## src/hw/cpuPkg.sv

```systemverilog
package cpuPkg;

  ////////////////////
  // Widths
  ////////////////////
  localparam int dataWidth         = 16; // Data and address word
  localparam int regAddrWidth      = 4;  // Sixteen registers
  localparam int numRegs           = 2 ** regAddrWidth;
  localparam int branchOffsetWidth = 9;  // Signed word offset
  localparam int immWidth          = 8;  // LLB immediate

  // Run/halted FSM encoding
  localparam logic stateRun    = 1'b0;
  localparam logic stateHalted = 1'b1;

  typedef logic [dataWidth-1:0]    word_t;
  typedef logic [regAddrWidth-1:0] regAddr_t;

  // Codes 8 to 11, 13 and 14 are no-ops
  typedef enum logic [3:0] {
    ADD = 4'd0,
    SUB = 4'd1,
    AND = 4'd2,
    NOR = 4'd3,
    SLL = 4'd4,
    SRL = 4'd5,
    SRA = 4'd6,
    LLB = 4'd7,
    BR  = 4'd12,
    HLT = 4'd15
  } opcode_t;

  typedef enum logic [2:0] {NE, EQ, GT, LT, GE, LE, OV, ALWAYS} cond_t;

  // One instruction word, two ways of reading it
  typedef union packed {
    struct packed {
      opcode_t  opcode;
      regAddr_t rd;
      regAddr_t rs; // Upper immediate nibble for LLB
      regAddr_t rt; // Shift amount for shifts
    } regView;
    struct packed {
      opcode_t                      opcode;
      cond_t                        cond;
      logic [branchOffsetWidth-1:0] offset;
    } brView;
  } instr_u;

  typedef struct packed {
    logic zero;
    logic overflow;
    logic negative;
  } flags_t;

endpackage

```

## src/hw/pcUnit.sv

```systemverilog
`timescale 1ns/10ps

module pcUnit (
  input  logic          clk,
  input  logic          rstN,
  input  logic          branchTaken,
  input  cpuPkg::word_t branchTarget,
  input  logic          halted,
  output cpuPkg::word_t pc
);

  cpuPkg::word_t pcNext; // Value for the next edge

  ////////////////////
  // Next address
  ////////////////////
  always_comb begin
    if (branchTaken) begin
      pcNext = branchTarget; // Resolved in execute
    end else if (halted) begin
      pcNext = pc;           // Frozen for good
    end else begin
      pcNext = pc + cpuPkg::word_t'(1);
    end
  end

  // Program counter
  always_ff @(posedge clk or negedge rstN) begin
    if (!rstN) begin
      pc <= '0;
    end else begin
      pc <= pcNext;
    end
  end

endmodule

```

## src/hw/pipeControl.sv

```systemverilog
`timescale 1ns/10ps

module pipeControl (
  input  logic clk,
  input  logic rstN,
  input  logic branchTaken,
  input  logic haltSeen,
  output logic flush,
  output logic halted
);

  logic state;     // Run or Halted
  logic stateNext;

  ////////////////////
  // Run/halted FSM
  ////////////////////
  always_comb begin
    stateNext = state;
    case (state)
      cpuPkg::stateRun: begin
        if (haltSeen) begin
          stateNext = cpuPkg::stateHalted; // HLT reached execute
        end
      end
      default: begin
        stateNext = cpuPkg::stateHalted; // Only reset leaves
      end
    endcase
  end

  always_ff @(posedge clk or negedge rstN) begin
    if (!rstN) begin
      state <= cpuPkg::stateRun;
    end else begin
      state <= stateNext;
    end
  end

  assign halted = (state == cpuPkg::stateHalted); // One cycle after haltSeen

  // Kills the two younger instructions in fetch/decode and decode/execute
  assign flush = branchTaken | haltSeen | halted;

endmodule

```

## src/hw/regFile.sv

```systemverilog
`timescale 1ns/10ps

module regFile (
  input  logic             clk,
  input  logic             rstN,
  input  cpuPkg::regAddr_t rsAddr,
  input  cpuPkg::regAddr_t rtAddr,
  input  logic             wrEn,
  input  cpuPkg::regAddr_t wrAddr,
  input  cpuPkg::word_t    wrData,
  output cpuPkg::word_t    rsData,
  output cpuPkg::word_t    rtData
);

  cpuPkg::word_t regs [cpuPkg::numRegs];

  ////////////////////
  // Write port
  ////////////////////
  always_ff @(posedge clk or negedge rstN) begin
    if (!rstN) begin
      for (int i = 0; i < cpuPkg::numRegs; i++) begin
        regs[i] <= '0;
      end
    end else if (wrEn && (wrAddr != '0)) begin
      regs[wrAddr] <= wrData; // R0 stays zero
    end
  end

  // Read ports, write-through on address match
  assign rsData = (rsAddr == '0) ? '0 :
                  (wrEn && (wrAddr == rsAddr)) ? wrData : regs[rsAddr];
  assign rtData = (rtAddr == '0) ? '0 :
                  (wrEn && (wrAddr == rtAddr)) ? wrData : regs[rtAddr];

endmodule

```

## src/hw/decodeStage.sv

```systemverilog
`timescale 1ns/10ps

module decodeStage (
  input  logic             clk,
  input  logic             rstN,
  input  cpuPkg::instr_u   instr,
  input  cpuPkg::word_t    pc,
  input  logic             flush,
  input  cpuPkg::word_t    rsData,
  input  cpuPkg::word_t    rtData,
  output cpuPkg::regAddr_t rsAddr,
  output cpuPkg::regAddr_t rtAddr,
  output logic             exValid,
  output cpuPkg::opcode_t  exOp,
  output cpuPkg::regAddr_t exRd,
  output cpuPkg::regAddr_t exRs,
  output cpuPkg::regAddr_t exRt,
  output cpuPkg::word_t    exA,
  output cpuPkg::word_t    exB,
  output cpuPkg::word_t    exImm,
  output cpuPkg::cond_t    exCond,
  output cpuPkg::word_t    exTarget
);

  // Fetch/decode register
  cpuPkg::instr_u fdInstr;
  cpuPkg::word_t  fdPc;
  logic           fdValid;

  logic [cpuPkg::immWidth-1:0]          llbImm;
  logic [cpuPkg::branchOffsetWidth-1:0] brOffset;
  cpuPkg::word_t                        immExt;    // Sign-extended LLB value
  cpuPkg::word_t                        offsetExt; // Sign-extended branch offset
  cpuPkg::word_t                        target;

  always_ff @(posedge clk or negedge rstN) begin
    if (!rstN) begin
      fdValid <= 1'b0;
    end else begin
      fdValid <= !flush; // Younger than a taken branch or HLT
    end
  end

  always_ff @(posedge clk) begin
    fdInstr <= instr;
    fdPc    <= pc;
  end

  ////////////////////
  // Decode
  ////////////////////
  assign rsAddr = fdInstr.regView.rs;
  assign rtAddr = fdInstr.regView.rt;

  // LLB immediate spans the rs and rt fields
  assign llbImm = {fdInstr.regView.rs, fdInstr.regView.rt};
  assign immExt = {{(cpuPkg::dataWidth - cpuPkg::immWidth){llbImm[cpuPkg::immWidth-1]}},
                   llbImm};

  assign brOffset  = fdInstr.brView.offset;
  assign offsetExt = {{(cpuPkg::dataWidth - cpuPkg::branchOffsetWidth)
                       {brOffset[cpuPkg::branchOffsetWidth-1]}}, brOffset};
  assign target    = fdPc + cpuPkg::word_t'(1) + offsetExt; // Relative to next address

  // Decode/execute register
  always_ff @(posedge clk or negedge rstN) begin
    if (!rstN) begin
      exValid <= 1'b0;
    end else begin
      exValid <= fdValid && !flush;
    end
  end

  always_ff @(posedge clk) begin
    exOp     <= fdInstr.regView.opcode;
    exRd     <= fdInstr.regView.rd;
    exRs     <= fdInstr.regView.rs;
    exRt     <= fdInstr.regView.rt;
    exA      <= rsData;
    exB      <= rtData;
    exImm    <= immExt;
    exCond   <= fdInstr.brView.cond; // Same bits as rd[3:1]
    exTarget <= target;
  end

endmodule

```

## src/hw/executeStage.sv

```systemverilog
`timescale 1ns/10ps

module executeStage (
  input  logic             clk,
  input  logic             rstN,
  input  logic             exValid,
  input  cpuPkg::opcode_t  exOp,
  input  cpuPkg::regAddr_t exRd,
  input  cpuPkg::regAddr_t exRs,
  input  cpuPkg::regAddr_t exRt,
  input  cpuPkg::word_t    exA,
  input  cpuPkg::word_t    exB,
  input  cpuPkg::word_t    exImm,
  input  cpuPkg::cond_t    exCond,
  input  cpuPkg::word_t    exTarget,
  output logic             branchTaken,
  output cpuPkg::word_t    branchTarget,
  output logic             haltSeen,
  output logic             wbValid,
  output cpuPkg::regAddr_t wbAddr,
  output cpuPkg::word_t    wbData
);

  cpuPkg::word_t  opA, opB;    // After forwarding
  cpuPkg::word_t  aluResult;
  logic           aluOv;
  logic           setZero;     // Logic ops and shifts
  logic           setArith;    // ADD and SUB set all three
  logic           writesReg;
  logic           condMet;
  cpuPkg::flags_t flagReg;

  // Forward from writeback, wbValid already implies a nonzero wbAddr
  assign opA = (wbValid && (wbAddr == exRs)) ? wbData : exA;
  assign opB = (wbValid && (wbAddr == exRt)) ? wbData : exB;

  ////////////////////
  // ALU
  ////////////////////
  always_comb begin
    aluResult = '0;
    aluOv     = 1'b0;
    setZero   = 1'b0;
    setArith  = 1'b0;
    writesReg = 1'b1;
    case (exOp)
      cpuPkg::ADD: begin
        aluResult = opA + opB; // Wraps on overflow
        aluOv     = (opA[15] == opB[15]) && (aluResult[15] != opA[15]);
        setZero   = 1'b1;
        setArith  = 1'b1;
      end
      cpuPkg::SUB: begin
        aluResult = opA - opB;
        aluOv     = (opA[15] != opB[15]) && (aluResult[15] != opA[15]);
        setZero   = 1'b1;
        setArith  = 1'b1;
      end
      cpuPkg::AND: begin aluResult = opA & opB;    setZero = 1'b1; end
      cpuPkg::NOR: begin aluResult = ~(opA | opB); setZero = 1'b1; end
      cpuPkg::SLL: begin aluResult = opA << exRt;  setZero = 1'b1; end
      cpuPkg::SRL: begin aluResult = opA >> exRt;  setZero = 1'b1; end
      cpuPkg::SRA: begin
        aluResult = cpuPkg::word_t'($signed(opA) >>> exRt); // Sign fill
        setZero   = 1'b1;
      end
      cpuPkg::LLB: aluResult = exImm; // Flags untouched
      default:     writesReg = 1'b0;  // BR, HLT, no-ops
    endcase
  end

  // Flag register, only valid flag-setting instructions update it
  always_ff @(posedge clk or negedge rstN) begin
    if (!rstN) begin
      flagReg <= '0;
    end else if (exValid) begin
      if (setZero) begin
        flagReg.zero <= (aluResult == '0);
      end
      if (setArith) begin
        flagReg.overflow <= aluOv;
        flagReg.negative <= aluResult[cpuPkg::dataWidth-1];
      end
    end
  end

  ////////////////////
  // Branch and halt
  ////////////////////
  always_comb begin
    case (exCond)
      cpuPkg::NE: condMet = !flagReg.zero;
      cpuPkg::EQ: condMet = flagReg.zero;
      cpuPkg::GT: condMet = !flagReg.zero && !flagReg.negative;
      cpuPkg::LT: condMet = flagReg.negative;
      cpuPkg::GE: condMet = flagReg.zero || !flagReg.negative;
      cpuPkg::LE: condMet = flagReg.zero || flagReg.negative;
      cpuPkg::OV: condMet = flagReg.overflow;
      default:    condMet = 1'b1; // ALWAYS
    endcase
  end

  assign branchTaken  = exValid && (exOp == cpuPkg::BR) && condMet;
  assign branchTarget = exTarget;
  assign haltSeen     = exValid && (exOp == cpuPkg::HLT);

  // Execute/writeback register, feeds the register file write port
  always_ff @(posedge clk or negedge rstN) begin
    if (!rstN) begin
      wbValid <= 1'b0;
    end else begin
      wbValid <= exValid && writesReg && (exRd != '0); // R0 writes dropped
    end
  end

  always_ff @(posedge clk) begin
    wbAddr <= exRd;
    wbData <= aluResult;
  end

endmodule

```

## src/hw/cpuTop.sv

```systemverilog
`timescale 1ns/10ps

module cpuTop (
  input  logic             clk,
  input  logic             rstN,
  input  cpuPkg::instr_u   instr,
  output cpuPkg::word_t    pc,
  output logic             hlt,
  output logic             wbValid,
  output cpuPkg::regAddr_t wbAddr,
  output cpuPkg::word_t    wbData
);

  logic             branchTaken, haltSeen, flush;
  cpuPkg::word_t    branchTarget;
  cpuPkg::regAddr_t rsAddr, rtAddr;
  cpuPkg::word_t    rsData, rtData;

  // Decode to execute
  logic             exValid;
  cpuPkg::opcode_t  exOp;
  cpuPkg::regAddr_t exRd, exRs, exRt;
  cpuPkg::word_t    exA, exB, exImm, exTarget;
  cpuPkg::cond_t    exCond;

  ////////////////////
  // Front end
  ////////////////////
  pcUnit u_pcUnit (
    .clk(clk), .rstN(rstN), .branchTaken(branchTaken),
    .branchTarget(branchTarget), .halted(hlt), .pc(pc)
  );

  pipeControl u_pipeControl (
    .clk(clk), .rstN(rstN), .branchTaken(branchTaken),
    .haltSeen(haltSeen), .flush(flush), .halted(hlt)
  );

  regFile u_regFile (
    .clk(clk), .rstN(rstN), .rsAddr(rsAddr), .rtAddr(rtAddr),
    .wrEn(wbValid), .wrAddr(wbAddr), .wrData(wbData), // Writeback register
    .rsData(rsData), .rtData(rtData)
  );

  decodeStage u_decodeStage (
    .clk(clk), .rstN(rstN), .instr(instr), .pc(pc), .flush(flush),
    .rsData(rsData), .rtData(rtData), .rsAddr(rsAddr), .rtAddr(rtAddr),
    .exValid(exValid), .exOp(exOp), .exRd(exRd), .exRs(exRs), .exRt(exRt),
    .exA(exA), .exB(exB), .exImm(exImm), .exCond(exCond), .exTarget(exTarget)
  );

  ////////////////////
  // Back end
  ////////////////////
  executeStage u_executeStage (
    .clk(clk), .rstN(rstN), .exValid(exValid), .exOp(exOp), .exRd(exRd),
    .exRs(exRs), .exRt(exRt), .exA(exA), .exB(exB), .exImm(exImm),
    .exCond(exCond), .exTarget(exTarget), .branchTaken(branchTaken),
    .branchTarget(branchTarget), .haltSeen(haltSeen),
    .wbValid(wbValid), .wbAddr(wbAddr), .wbData(wbData)
  );

endmodule

```

## config.mk

```make
export PLATFORM = sky130hd
export DESIGN_NAME = cpuTop
export DESIGN_NICKNAME = d
export VERILOG_FILES = /design/src/hw/cpuPkg.sv /design/src/hw/pcUnit.sv /design/src/hw/pipeControl.sv /design/src/hw/regFile.sv /design/src/hw/decodeStage.sv /design/src/hw/executeStage.sv /design/src/hw/cpuTop.sv
export SDC_FILE = /design/constraint.sdc
export NUM_CORES = 1
export LEC_CHECK = 0
export BUFFER_PORTS_ARGS = -buffer_cell sky130_fd_sc_hd__buf_2
export CAP_MARGIN = 15
export CORE_ASPECT_RATIO = 1.5
export CORE_MARGIN = 4
export CORE_UTILIZATION = 64
export DETAILED_ROUTE_END_ITERATION = 6
export GPL_ROUTABILITY_DRIVEN = 0
export PLACE_DENSITY = 0.81
export SYNTH_ARGS = -nofsm -noshare
export SYNTH_HDL_FRONTEND = slang
export SYNTH_SLANG_ARGS = --single-unit
```

## constraint.sdc

```tcl
create_clock -name clk -period 7 [get_ports clk]
set_input_delay 1.4 -clock clk [delete_from_list [all_inputs] [get_ports clk]]
set_output_delay 1.4 -clock clk [all_outputs]
set_load 0.01 [all_outputs]
```

=== Yosys cells after proc, flatten, opt, wreduce, memory -nomap -nowiden ===
Index checks and enable logic that the tools add are counted.

* Reduce and logical (&&, ||, !) cells: 32
* Eq/ne operators: 24
* $add $sub $neg: 5
* Multiplexer cells: 23
* Bitwise gates (word level): 8
* Order comparisons: 4
* Shift operators: 3

{| class="wikitable"
|+ Operators with widths
! kind !! number
|-
| $bwmux W256 || 1
|-
| $mux W16 || 11
|-
| $bmux W16 S4 || 2
|-
| $pmux W16 S8 || 1
|-
| $demux W16 S4 || 1
|-
| $add A16 B1 Y16 const B || 2
|-
| $add A16 B16 Y16 || 2
|-
| $and A16 B16 Y16 || 1
|-
| $eq A4 B3 Y1 const B || 4
|-
| $eq A4 B4 Y1 || 4
|-
| $logic_not A16 Y1 || 1
|-
| $not A16 Y16 || 1
|-
| $or A16 B16 Y16 || 1
|-
| $shl A16 B4 Y16 || 1
|-
| $shr A16 B4 Y16 || 1
|-
| $sshr A16 B4 Y16 || 1
|-
| $sub A16 B16 Y16 || 1
|-
| $ge A5 B5 Y1 const B || 3
|-
| $logic_and A1 B1 Y1 || 15
|-
| $not A4 Y5 || 3
|-
| $logic_not A4 Y1 || 3
|-
| $eq A3 B3 Y1 const B || 3
|-
| $eq A4 B2 Y1 const B || 2
|-
| $eq A4 B4 Y1 const B || 2
|-
| other kinds (19) || 32
|}

* Output and inout port bits: 38
* Flip-flop bits (word level): 406
* Word-level logic and storage cells: 136
* Input bits: 18

=== Longest topological paths before layout ===
Gate-level depths: netlist of the first run.

* Depth after elaboration: 8
* Depth in mapped cells: 22
* Mapped depth without buffers: 19

=== Modules after synthesis ===
From an unflattened synthesis of the first run, not the netlist that was laid out.

* Cells, all modules: 2238
* Area total of the unflattened synthesis: 24278.3 um2

{| class="wikitable"
|+ By module, submodules not included
! module !! area each (um2) !! cells each !! seq. area each (um2) !! instances
|-
| regFile || 14047.2 || 1048 || 6406.1 || 1
|-
| executeStage || 6155.9 || 840 || 500.5 || 1
|-
| decodeStage || 3094.2 || 249 || 1971.9 || 1
|-
| pcUnit || 943.4 || 98 || 400.4 || 1
|-
| pipeControl || 37.5 || 3 || 25.0 || 1
|}

=== Least setup slack after synthesis of the first run ===
OpenSTA, ideal clock, no wires.

* Path type: register -> register
* Start: register u_decodeStage.exImm[0]
* End: register u_executeStage.flagReg[2] in the netlist's numbering
* Path buffers: 5
* Arrival time: 6.070 ns
* Data required time: 6.897 ns
* Clock period less this slack: 6.173 ns
* Stages on the path, launching flop included: 21
* Path slack: 0.827 ns
* Setup time: 0.103 ns
* Cells stage by stage: dfxtp_1 -> clkbuf_1 -> clkbuf_1 -> clkbuf_1 -> xor2_1 -> nor4_1 -> clkbuf_1 -> mux2_2 -> ha_1 -> clkbuf_1 -> nor2_1 -> a221oi_2 -> o22ai_1 -> a311oi_2 -> a21oi_1 -> xnor2_1 -> a22oi_1 -> nand3_1 -> or4_1 -> or4b_1 -> o41ai_2

* Word-level cells in the longest chain between the ends: 2

{| class="wikitable"
|+ RTL lines
! element !! RTL line !! RTL
|-
| start, declared || decodeStage.sv:20 || <nowiki>output cpuPkg::word_t exImm,</nowiki>
|-
| start signal, assigned || decodeStage.sv:81 || <nowiki>exImm <= immExt;</nowiki>
|-
| $pmux W16 S8 || executeStage.sv:46 || <nowiki>case (exOp)</nowiki>
|-
| $logic_not A16 Y1 || executeStage.sv:78 || <nowiki>flagReg.zero <= (aluResult == '0);</nowiki>
|-
| end, declared || executeStage.sv:31 || <nowiki>cpuPkg::flags_t flagReg;</nowiki>
|}

No other way between the ends.
A chain may end at the register's enable or synchronous reset.

=== Worst setup path in the final report of the first run ===
* Start: register u_executeStage.wbAddr[1]
* End: register u_executeStage.flagReg[2] in the netlist's numbering

* Word-level cells in the longest chain between the ends: 7
* Elaborated cells between the ends (all ways): 16
* Classes of those cells: 2 x add/sub; 2 x eq/ne; 3 x shift; 3 x mux; 3 x bitwise; 3 x reduce/logical

{| class="wikitable"
|+ RTL lines
! element !! RTL line !! RTL
|-
| start, declared || executeStage.sv:20 || <nowiki>output cpuPkg::regAddr_t wbAddr,</nowiki>
|-
| start signal, assigned || executeStage.sv:117 || <nowiki>wbAddr <= exRd;</nowiki>
|-
| parallel branches: the longest is 5 deep, another holds $sub A16 B16 Y16 || n/a ||
|-
| $pmux W16 S8 * || executeStage.sv:46 ||
|-
| named net u_executeStage.aluResult[12] || executeStage.sv:25 || <nowiki>cpuPkg::word_t aluResult;</nowiki>
|-
| $logic_not A16 Y1 * || executeStage.sv:78 ||
|}

Mark *: on every way through the listed nets, which the timed path passes.

==> results_tabular.tex, run 1 <==
\begin{tabular}{lr}
\hline
Metric & Value \\
\hline
\multicolumn{2}{l}{\textbf{Critical path}} \\
\quad Setup Crit Path Kind & reg -> reg \\
\quad Critical path launch point type & register \\
\quad Worst endpoint data arrival time & 6.41 ns \\
\quad CP endpoint kind & register \\
\quad Slowest stage cell on the critical path & sky130\_fd\_sc\_hd\_\_mux2i\_4 \\
\quad Largest stage delay on the critical path & 0.66 ns \\
\quad Required @ worst endpoint & 7.44 ns \\
\quad Cell-by-cell listing of the critical path & xnor2\_2 -> nand3\_4 -> nor2\_8 -> mux2i\_4 -> inv\_1 -> ha\_1 -> inv\_1 -> a221oi\_2 -> o22ai\_1 -> a311oi\_2 -> a21oi\_1 -> xnor2\_1 -> a22oi\_1 -> nand3\_1 -> or4\_1 -> or4b\_1 -> o41ai\_2 \\
\quad Critical Path Most Common Cell & sky130\_fd\_sc\_hd\_\_inv\_1 \\
\quad Critical path's top delay family & simple AND/OR/NAND/NOR gates \\
\quad Maximum fanout along the worst path & 24 \\
\quad Buf+Inv Stages, Crit Path & 2 \\
\multicolumn{2}{l}{\textbf{Drt}} \\
\quad DRT antenna net count & 0 \\
\quad Post-detailed-route DRC marker count & 2 \\
\quad Post-DR wirelength/cell & 28.48 microns \\
\quad Number of iterations in the first detailed-routing pass & 7 \\
\quad Vias & 16850 \\
\quad Final Routed Wirelength & 66750 microns \\
\quad Routed vias/inst & 7.189 \\
\quad Iter 0 DRT Violations & 2311 \\
\multicolumn{2}{l}{\textbf{Global route}} \\
\quad Via count of the first global-routing pass & 17410 \\
\quad Wire length of the first global-routing pass & 103500 microns \\
\quad Number of antenna violations at the first check in global routing & 5 \\
\quad Most heavily used metal layer in global routing & met2 \\
\quad Met3 track demand over resource in global routing & 11.56\% \\
\quad Fraction of met1 tracks used by global routing & 40.64\% \\
\quad Global routing usage on met2 & 55.87\% \\
\quad Overall Global Routing Usage & 35.15\% \\
\quad Maximum number of pins on one net before global-route repair & 119 \\
\quad Overflow left after global routing & 0 \\
\multicolumn{2}{l}{\textbf{Final layout}} \\
\quad Ratio of cells with drive above 1 in the final layout & 34.49\% \\
\quad Final core utilization & 70.11\% \\
\quad Filler Cell Count & 2426 \\
\quad Nets & 1928 \\
\quad Syn-to-layout area delta & 8.029\% \\
\quad Final standard cell area without fillers & 24610 sq um \\
\multicolumn{2}{l}{\textbf{Power and ir drop}} \\
\quad Reported leakage power & 10.92 nW \\
\quad Proportion of power drawn by combinational gates & 33.1\% \\
\quad Clk pwr share & 24.4\% \\
\quad Worst VDD drop & 0.2630 mV \\
\quad Cell Pwr Density & 342.4 nW/um\^{}2 \\
\quad Power share of the sequential group & 42.5\% \\
\quad Net load switching power & 0.003006 W \\
\quad Int Power & 0.005421 W \\
\quad Net switching share of the total power & 35.67\% \\
\multicolumn{2}{l}{\textbf{Timing}} \\
\quad Hold violation count in the final report & 0 \\
\quad Final worst path period share & 85.17\% \\
\quad Fmax achieved & 167.7 MHz \\
\quad Slew of the pin with the lowest slew margin & 1.571 ns \\
\quad Unrepaired setup endpoints after global routing & false \\
\quad Setup-violating endpoint count in the final report & 0 \\
\quad Final worst path period need & 5.962 ns \\
\quad Relative max-transition margin & -5.861\% \\
\quad Setup total negative slack & 0 ns \\
\quad Worst setup skew after layout & 0.02349 ns \\
\quad Max-slew violations & 3 \\
\quad WHS & 0.3149 ns \\
\quad Final critical-path setup slack & 1.038 ns \\
\multicolumn{2}{l}{\textbf{CTS}} \\
\quad Number of post-CTS setup repair buffers & 0 \\
\quad CTS tree & done \\
\quad Clock transition at the registers of the reported paths & 0.07 ns \\
\quad Insertion delay of the later-clocked pin in the worst-skew pair & 0.55 ns \\
\quad \# resized after CTS & 0 \\
\quad Depth of the CTS H-tree & 2 \\
\quad Root buf cell & sky130\_fd\_sc\_hd\_\_clkbuf\_16 \\
\quad Maximum clock path buffer count & 3 \\
\quad Num CTS Buffers & 39 \\
\quad Clock net sink count & 395 \\
\quad Hold buffers post-CTS & 0 \\
\multicolumn{2}{l}{\textbf{Outcome}} \\
\quad Result of the run & complete, but fails checks \\
\quad Violated checks & DRC, capacitance limit, slew limit \\
\multicolumn{2}{l}{\textbf{Synthesis}} \\
\quad Async S/R FF share, synth & 70.63\% \\
\quad Area share of the largest cell type after synthesis & 30.64\% \\
\quad Number of enable flip-flop cells after synthesis & 0 \\
\quad Post-synthesis instance area & 22780 sq um \\
\quad Synthesized instance count & 1869 \\
\quad Synth top area cells & sky130\_fd\_sc\_hd\_\_dfrtp\_1, sky130\_fd\_sc\_hd\_\_mux4\_2, sky130\_fd\_sc\_hd\_\_mux2\_2, sky130\_fd\_sc\_hd\_\_dfxtp\_1, sky130\_fd\_sc\_hd\_\_ha\_1 \\
\quad Flip-flop cell with the highest count after synthesis & sky130\_fd\_sc\_hd\_\_dfrtp\_1 \\
\quad Post-synthesis cell type count & 87 \\
\quad Yosys warnings & 0 \\
\quad Register area share after synthesis & 40.84\% \\
\quad Library cell with the largest summed area after synthesis & sky130\_fd\_sc\_hd\_\_dfrtp\_1 \\
\quad Synthesized flop and latch total & 395 \\
\quad Syn Nets & 1957 \\
\quad Synthesized area per cell & 12.19 sq um \\
\multicolumn{2}{l}{\textbf{Placed design}} \\
\quad Placed standard-cell area & 23350 sq um \\
\quad HPWL after detailed placement & 42060 microns \\
\quad Worst slack at placement & 1.273 ns \\
\quad Count of input and output buffers & 55 \\
\multicolumn{2}{l}{\textbf{Floorplan}} \\
\quad Placement row count & 84 \\
\quad Die Footprint & 38740 sq um \\
\quad Initial cell density of the core & 64.90\% \\
\quad Die width & 162.1 microns \\
\quad Core area & 35100 sq um \\
\quad Boundary Pins & 56 \\
\quad Overall die height & 239.1 microns \\
\multicolumn{2}{l}{\textbf{Job}} \\
\quad Max-capacitance violation count & 1 \\
\multicolumn{2}{l}{\textbf{Hold path}} \\
\quad Type of the most critical hold path & reg -> reg \\
\hline
\end{tabular}
power by group through the flow:
stage                     combinational [W]  sequential [W]  clock, W
after floorplan                     0.00214         0.00324         0
after global placement              0.00256         0.00350         0
after detailed placement            0.00266         0.00357         0
after CTS                           0.00268         0.00354   0.00208
after global routing                0.00299         0.00365   0.00217
final                               0.00279         0.00358   0.00206
registers in the layout, indices dropped and copies added (netlist names), 8 cells and up:
name / cells
u_decodeStage.fdInstr: 16
u_decodeStage.exA: 16
u_decodeStage.exTarget: 16
u_decodeStage.exImm: 8
u_decodeStage.exB: 16
u_decodeStage.fdPc: 16
u_regFile.regs: 256
u_pcUnit.pc: 16
u_executeStage.wbData: 16
layout make-up:
class	count	area (sq um)	area share [%]
inverter	69	259.0	1.052
multi-input combinational	1243	12620	51.26
clock buffer	59	1134	4.606
tap	473	591.8	2.405
timing repair buffer	92	583.1	2.369
antenna	1	2.502	0.01017
sequential	395	9321	37.87
clock inverter	12	105.1	0.4270
per-stage QoR:
stage	total power [W]	instances
6_report	0.008426	2344
5_1_grt	0.008811	2343
4_1_cts	0.008305	2341
3_5_place_dp	0.006223	2270
3_3_place_gp	0.006063	2270
2_1_floorplan	0.005377	1869
path summary, 6_finish.rpt:
kind                                            from                   endpoint  slack [ns]  depth (start not counted)
max in group asynchronous                       rstN        u_regFile.regs[156]        4.65                          2
hold / removal             u_decodeStage.fdInstr[14]      u_decodeStage.exOp[2]        0.31                          0
hold reg to reg            u_decodeStage.fdInstr[14]      u_decodeStage.exOp[2]        0.31                          0
setup reg to reg            u_executeStage.wbAddr[1]  u_executeStage.flagReg[2]        1.04                         17
min in group asynchronous                       rstN            u_pcUnit.pc[10]        0.88                          1
setup / recovery            u_executeStage.wbAddr[1]  u_executeStage.flagReg[2]        1.04                         17
metal layers:
layer	vias up	wire length (microns)
met5	-	44
met4	6	5763
met3	407	7101
met2	1097	31590
met1	8419	22250
li1	6922	-
cell usage after synthesis, types with 14 or more instances:
master                     instances
sky130_fd_sc_hd__dfrtp_1         279
sky130_fd_sc_hd__mux2_2          263
sky130_fd_sc_hd__mux4_2          178
sky130_fd_sc_hd__clkbuf_1        132
sky130_fd_sc_hd__nor2_1          118
sky130_fd_sc_hd__dfxtp_1         116
sky130_fd_sc_hd__nand2_1          80
sky130_fd_sc_hd__ha_1             67
sky130_fd_sc_hd__inv_1            64
sky130_fd_sc_hd__mux2i_1          61
sky130_fd_sc_hd__o21ai_0          57
sky130_fd_sc_hd__a21oi_1          56
sky130_fd_sc_hd__nand3_1          33
sky130_fd_sc_hd__xnor2_1          29
sky130_fd_sc_hd__nor2b_1          24
sky130_fd_sc_hd__nor3_1           22
sky130_fd_sc_hd__a22oi_1          19
sky130_fd_sc_hd__buf_1            17
sky130_fd_sc_hd__xor2_1           15
sky130_fd_sc_hd__o211ai_1         14
kinds of logic (layout without fill, tap and decap cells):
kind of cell | count (synthesis) | after routing | share of synthesized area (%)
fa+ha+maj | 70 | 70 | 3.943
xor+xnor | 48 | 48 | 1.977
other cells | 0 | 1 | 0
flops | 395 | 395 | 40.84
compound gates | 274 | 274 | 8.375
simple gates | 345 | 345 | 7.266
mux | 506 | 506 | 33.57
buf+inv | 231 | 232 | 4.036
placed cells by master (no fill, tap or decap), types with 35 or more instances in the layout:
cell type and n:
sky130_fd_sc_hd__a21oi_1 56, sky130_fd_sc_hd__buf_2 54, sky130_fd_sc_hd__buf_4 35, sky130_fd_sc_hd__clkbuf_16 41, sky130_fd_sc_hd__dfrtp_1 279, sky130_fd_sc_hd__dfxtp_1 110
sky130_fd_sc_hd__ha_1 67, sky130_fd_sc_hd__inv_1 64, sky130_fd_sc_hd__mux2_2 263, sky130_fd_sc_hd__mux2i_1 61, sky130_fd_sc_hd__mux4_2 178, sky130_fd_sc_hd__nand2_1 80
sky130_fd_sc_hd__nor2_1 109, sky130_fd_sc_hd__o21ai_0 56
Note: power is estimated with default switching activity, not from simulation.
==> inputs of run 2 (changes only) <==
--- a/config.mk
+++ b/config.mk
@@ -9,10 +9,9 @@
 export CAP_MARGIN = 15
 export CORE_ASPECT_RATIO = 1.5
 export CORE_MARGIN = 4
-export CORE_UTILIZATION = 64
+export CORE_UTILIZATION = 45
 export DETAILED_ROUTE_END_ITERATION = 6
 export GPL_ROUTABILITY_DRIVEN = 0
-export PLACE_DENSITY = 0.81
 export SYNTH_ARGS = -nofsm -noshare
 export SYNTH_HDL_FRONTEND = slang
 export SYNTH_SLANG_ARGS = --single-unit
==> results_tabular.tex, run 2 (synthesis gave the netlist of run 1 again) <==
\begin{tabular}{lr}
\hline
Metric & Value \\
\hline
\multicolumn{2}{l}{\textbf{Critical path}} \\
\quad Required @ worst endpoint & 7.45 ns (about the same) \\
\quad Buf+Inv Stages, Crit Path & 2 (unchanged) \\
\quad Slowest stage cell on the critical path & sky130\_fd\_sc\_hd\_\_dfxtp\_1 \\
\quad Critical path's top delay family & compound AO/OA/AOI/OAI gates \\
\quad Critical path launch point type & register \\
\quad Largest stage delay on the critical path & 0.60 ns (-0.06 ns) \\
\quad Worst endpoint data arrival time & 6.16 ns (-0.25 ns) \\
\quad Cell-by-cell listing of the critical path & xnor2\_2 -> nand3\_4 -> nor2\_8 -> buf\_4 -> mux2i\_2 -> inv\_1 -> ha\_1 -> nor2\_1 -> a221oi\_2 -> o22ai\_1 -> a311oi\_2 -> a21oi\_1 -> xnor2\_1 -> a22oi\_1 -> nand3\_1 -> or4\_1 -> or4b\_1 -> o41ai\_2 \\
\quad Setup Crit Path Kind & reg -> reg \\
\quad CP endpoint kind & register \\
\quad Maximum fanout along the worst path & 23 (-4.2\%) \\
\multicolumn{2}{l}{\textbf{Final layout}} \\
\quad Flip-flop count of the largest register after layout & 256 (unchanged) \\
\quad Nets & 1932 (+0.21\%) \\
\quad Register with the most flip-flops & u\_regFile.regs \\
\quad Syn-to-layout area delta & 9.918\% \\
\quad Filler-free cell count of the finished design & 2539 (+8.3\%) \\
\quad Ratio of cells with drive above 1 in the final layout & 35.36\% (+0.87 points) \\
\quad Most common cell after layout, fill and taps aside & sky130\_fd\_sc\_hd\_\_dfrtp\_1 \\
\quad Final core utilization & 50.16\% (-20 points) \\
\quad Commonest non-fill, non-tap cells in the layout & sky130\_fd\_sc\_hd\_\_dfrtp\_1, sky130\_fd\_sc\_hd\_\_mux2\_2, sky130\_fd\_sc\_hd\_\_mux4\_2, sky130\_fd\_sc\_hd\_\_dfxtp\_1, sky130\_fd\_sc\_hd\_\_nor2\_1 \\
\multicolumn{2}{l}{\textbf{CTS}} \\
\quad CTS tree & done \\
\quad Depth of the CTS H-tree & 2 (unchanged) \\
\quad \# resized after CTS & 0 (unchanged) \\
\quad Hold buffers post-CTS & 0 (unchanged) \\
\quad Number of post-CTS setup repair buffers & 0 (unchanged) \\
\quad Maximum clock path buffer count & 3 (unchanged) \\
\quad Clock net sink count & 395 (unchanged) \\
\quad Clock transition at the registers of the reported paths & 0.06 ns (about the same) \\
\quad Num CTS Buffers & 40 (+2.6\%) \\
\quad Root buf cell & sky130\_fd\_sc\_hd\_\_clkbuf\_16 \\
\quad Insertion delay of the later-clocked pin in the worst-skew pair & 0.56 ns (about the same) \\
\multicolumn{2}{l}{\textbf{Timing}} \\
\quad Hold violation count in the final report & 0 (unchanged) \\
\quad Slew of the pin with the lowest slew margin & 1.380 ns (-0.1913 ns) \\
\quad Unrepaired setup endpoints after global routing & false \\
\quad Worst setup skew after layout & 0.02245 ns (-0.001040 ns) \\
\quad Fmax achieved & 175.1 MHz (+4.4\%) \\
\quad Setup-violating endpoint count in the final report & 0 (unchanged) \\
\quad Final critical-path setup slack & 1.290 ns (+0.2525 ns) \\
\quad Max-slew violations & 0 (-3) \\
\quad Final worst path period need & 5.710 ns (-0.2525 ns) \\
\quad Setup total negative slack & 0 ns (unchanged) \\
\quad Relative max-transition margin & 7.999\% (+14 points) \\
\quad Final worst path period share & 81.57\% (-3.6 points) \\
\multicolumn{2}{l}{\textbf{Drt}} \\
\quad Routed vias/inst & 6.376 (-11\%) \\
\quad Final Routed Wirelength & 67820 microns (+1.6\%) \\
\quad Iter 0 DRT Violations & 1503 (-35\%) \\
\quad Post-DR wirelength/cell & 26.71 microns (-6.2\%) \\
\quad Vias & 16190 (-3.9\%) \\
\quad DRT antenna net count & 0 (unchanged) \\
\quad Post-detailed-route DRC marker count & 0 (-2) \\
\quad Number of iterations in the first detailed-routing pass & 5 (-2) \\
\multicolumn{2}{l}{\textbf{Global route}} \\
\quad Fraction of met1 tracks used by global routing & 29.59\% (-11 points) \\
\quad Number of antenna violations at the first check in global routing & 1 (-4) \\
\quad Overall Global Routing Usage & 24.89\% (-10 points) \\
\quad Via count of the first global-routing pass & 16780 (-3.6\%) \\
\quad Wire length of the first global-routing pass & 103700 microns (+0.24\%) \\
\quad Overflow left after global routing & 0 (unchanged) \\
\quad Most heavily used metal layer in global routing & met2 \\
\quad Met3 track demand over resource in global routing & 4.319\% (-7.2 points) \\
\quad Global routing usage on met2 & 41.96\% (-14 points) \\
\quad Maximum number of pins on one net before global-route repair & 182 (+53\%) \\
\multicolumn{2}{l}{\textbf{Hold path}} \\
\quad Type of the most critical hold path & reg -> reg \\
\multicolumn{2}{l}{\textbf{Power and ir drop}} \\
\quad Cell Pwr Density & 342.1 nW/um\^{}2 (about the same) \\
\quad Worst VDD drop & 0.2113 mV (-20\%) \\
\quad Reported leakage power & 11.02 nW (+0.91\%) \\
\multicolumn{2}{l}{\textbf{Placed design}} \\
\quad HPWL after detailed placement & 44790 microns (+6.5\%) \\
\quad Worst slack at placement & 1.402 ns (+0.1288 ns) \\
\quad Inst Count DP & 2465 (+8.6\%) \\
\quad Count of input and output buffers & 55 (unchanged) \\
\multicolumn{2}{l}{\textbf{Floorplan}} \\
\quad Initial cell density of the core & 45.64\% (-19 points) \\
\quad Overall die height & 283.6 microns (+19\%) \\
\quad Placement row count & 100 (+19\%) \\
\quad Core area & 49920 sq um (+42\%) \\
\quad Die Footprint & 54370 sq um (+40\%) \\
\quad Boundary Pins & 56 (unchanged) \\
\quad Die width & 191.7 microns (+18\%) \\
\multicolumn{2}{l}{\textbf{Outcome}} \\
\quad Result of the run & finished clean \\
\multicolumn{2}{l}{\textbf{Job}} \\
\quad Max-capacitance violation count & 0 (-1) \\
\hline
\end{tabular}
-- run 2: final cells by class --
class | instances | area, sq um
Antenna cell | 1 | 2.502
Inverter | 69 | 259.0
Clock inverter | 22 | 244.0
Sequential cell | 395 | 9321
Fill cell | 4338 | 24880
Multi-Input combinational cell | 1243 | 12630
Clock buffer | 51 | 1155
Tap cell | 663 | 829.5
Timing Repair Buffer | 95 | 598.1
-- run 2: final timing paths --
kind | from | to | slack [ns] | depth (start not counted)
worst max-delay path | u_executeStage.wbAddr[1] | u_executeStage.flagReg[2] | 1.29 | 18
worst min-delay path | u_decodeStage.fdInstr[9] | u_decodeStage.exCond[0] | 0.33 | 0
worst max register to register | u_executeStage.wbAddr[1] | u_executeStage.flagReg[2] | 1.29 | 18
worst min register to register | u_decodeStage.fdInstr[9] | u_decodeStage.exCond[0] | 0.33 | 0
max in group asynchronous | rstN | u_regFile.regs[208] | 4.65 | 2
min in group asynchronous | rstN | u_executeStage.flagReg[2] | 0.86 | 1
-- run 2: metrics by stage --
stage	hold slack (ns)	power [W]	cell area [sq um]
6_report	0.3290	0.008566	25040
5_1_grt	0.3420	0.009014	25040
4_1_cts	0.3324	0.008582	25040
3_5_place_dp	0.3179	0.006279	23640
3_3_place_gp	0.3119	0.006185	23640
2_1_floorplan	0.3096	0.005377	22780
-- run 2: power by group --
part	internal (W)	total, W	switching, W	leakage (nW)
clock	0.00133	0.00227	0.000947	0.691
combinational	0.00138	0.00276	0.00138	5.60
sequential	0.00288	0.00354	0.000653	4.72
total	0.00559	0.00857	0.00298	11.0
-- run 2: worst register-to-register path, stage by stage, from the launching register on --
cell and delay [ns]:
sky130_fd_sc_hd__dfxtp_1 0.60, sky130_fd_sc_hd__xnor2_2 0.19, sky130_fd_sc_hd__nand3_4 0.20, sky130_fd_sc_hd__nor2_8 0.15, sky130_fd_sc_hd__buf_4 0.37, sky130_fd_sc_hd__mux2i_2 0.48, sky130_fd_sc_hd__inv_1 0.12, sky130_fd_sc_hd__ha_1 0.44
sky130_fd_sc_hd__nor2_1 0.10, sky130_fd_sc_hd__a221oi_2 0.39, sky130_fd_sc_hd__o22ai_1 0.17, sky130_fd_sc_hd__a311oi_2 0.47, sky130_fd_sc_hd__a21oi_1 0.15, sky130_fd_sc_hd__xnor2_1 0.15, sky130_fd_sc_hd__a22oi_1 0.24, sky130_fd_sc_hd__nand3_1 0.14
sky130_fd_sc_hd__or4_1 0.52, sky130_fd_sc_hd__or4b_1 0.51, sky130_fd_sc_hd__o41ai_2 0.21
-- run 2: metal layers --
layer | vias to the layer above | wire length [microns]
met5 | - | 0
met4 | 0 | 5106
met3 | 295 | 3978
met2 | 718 | 33610
met1 | 8236 | 25130
li1 | 6939 | -
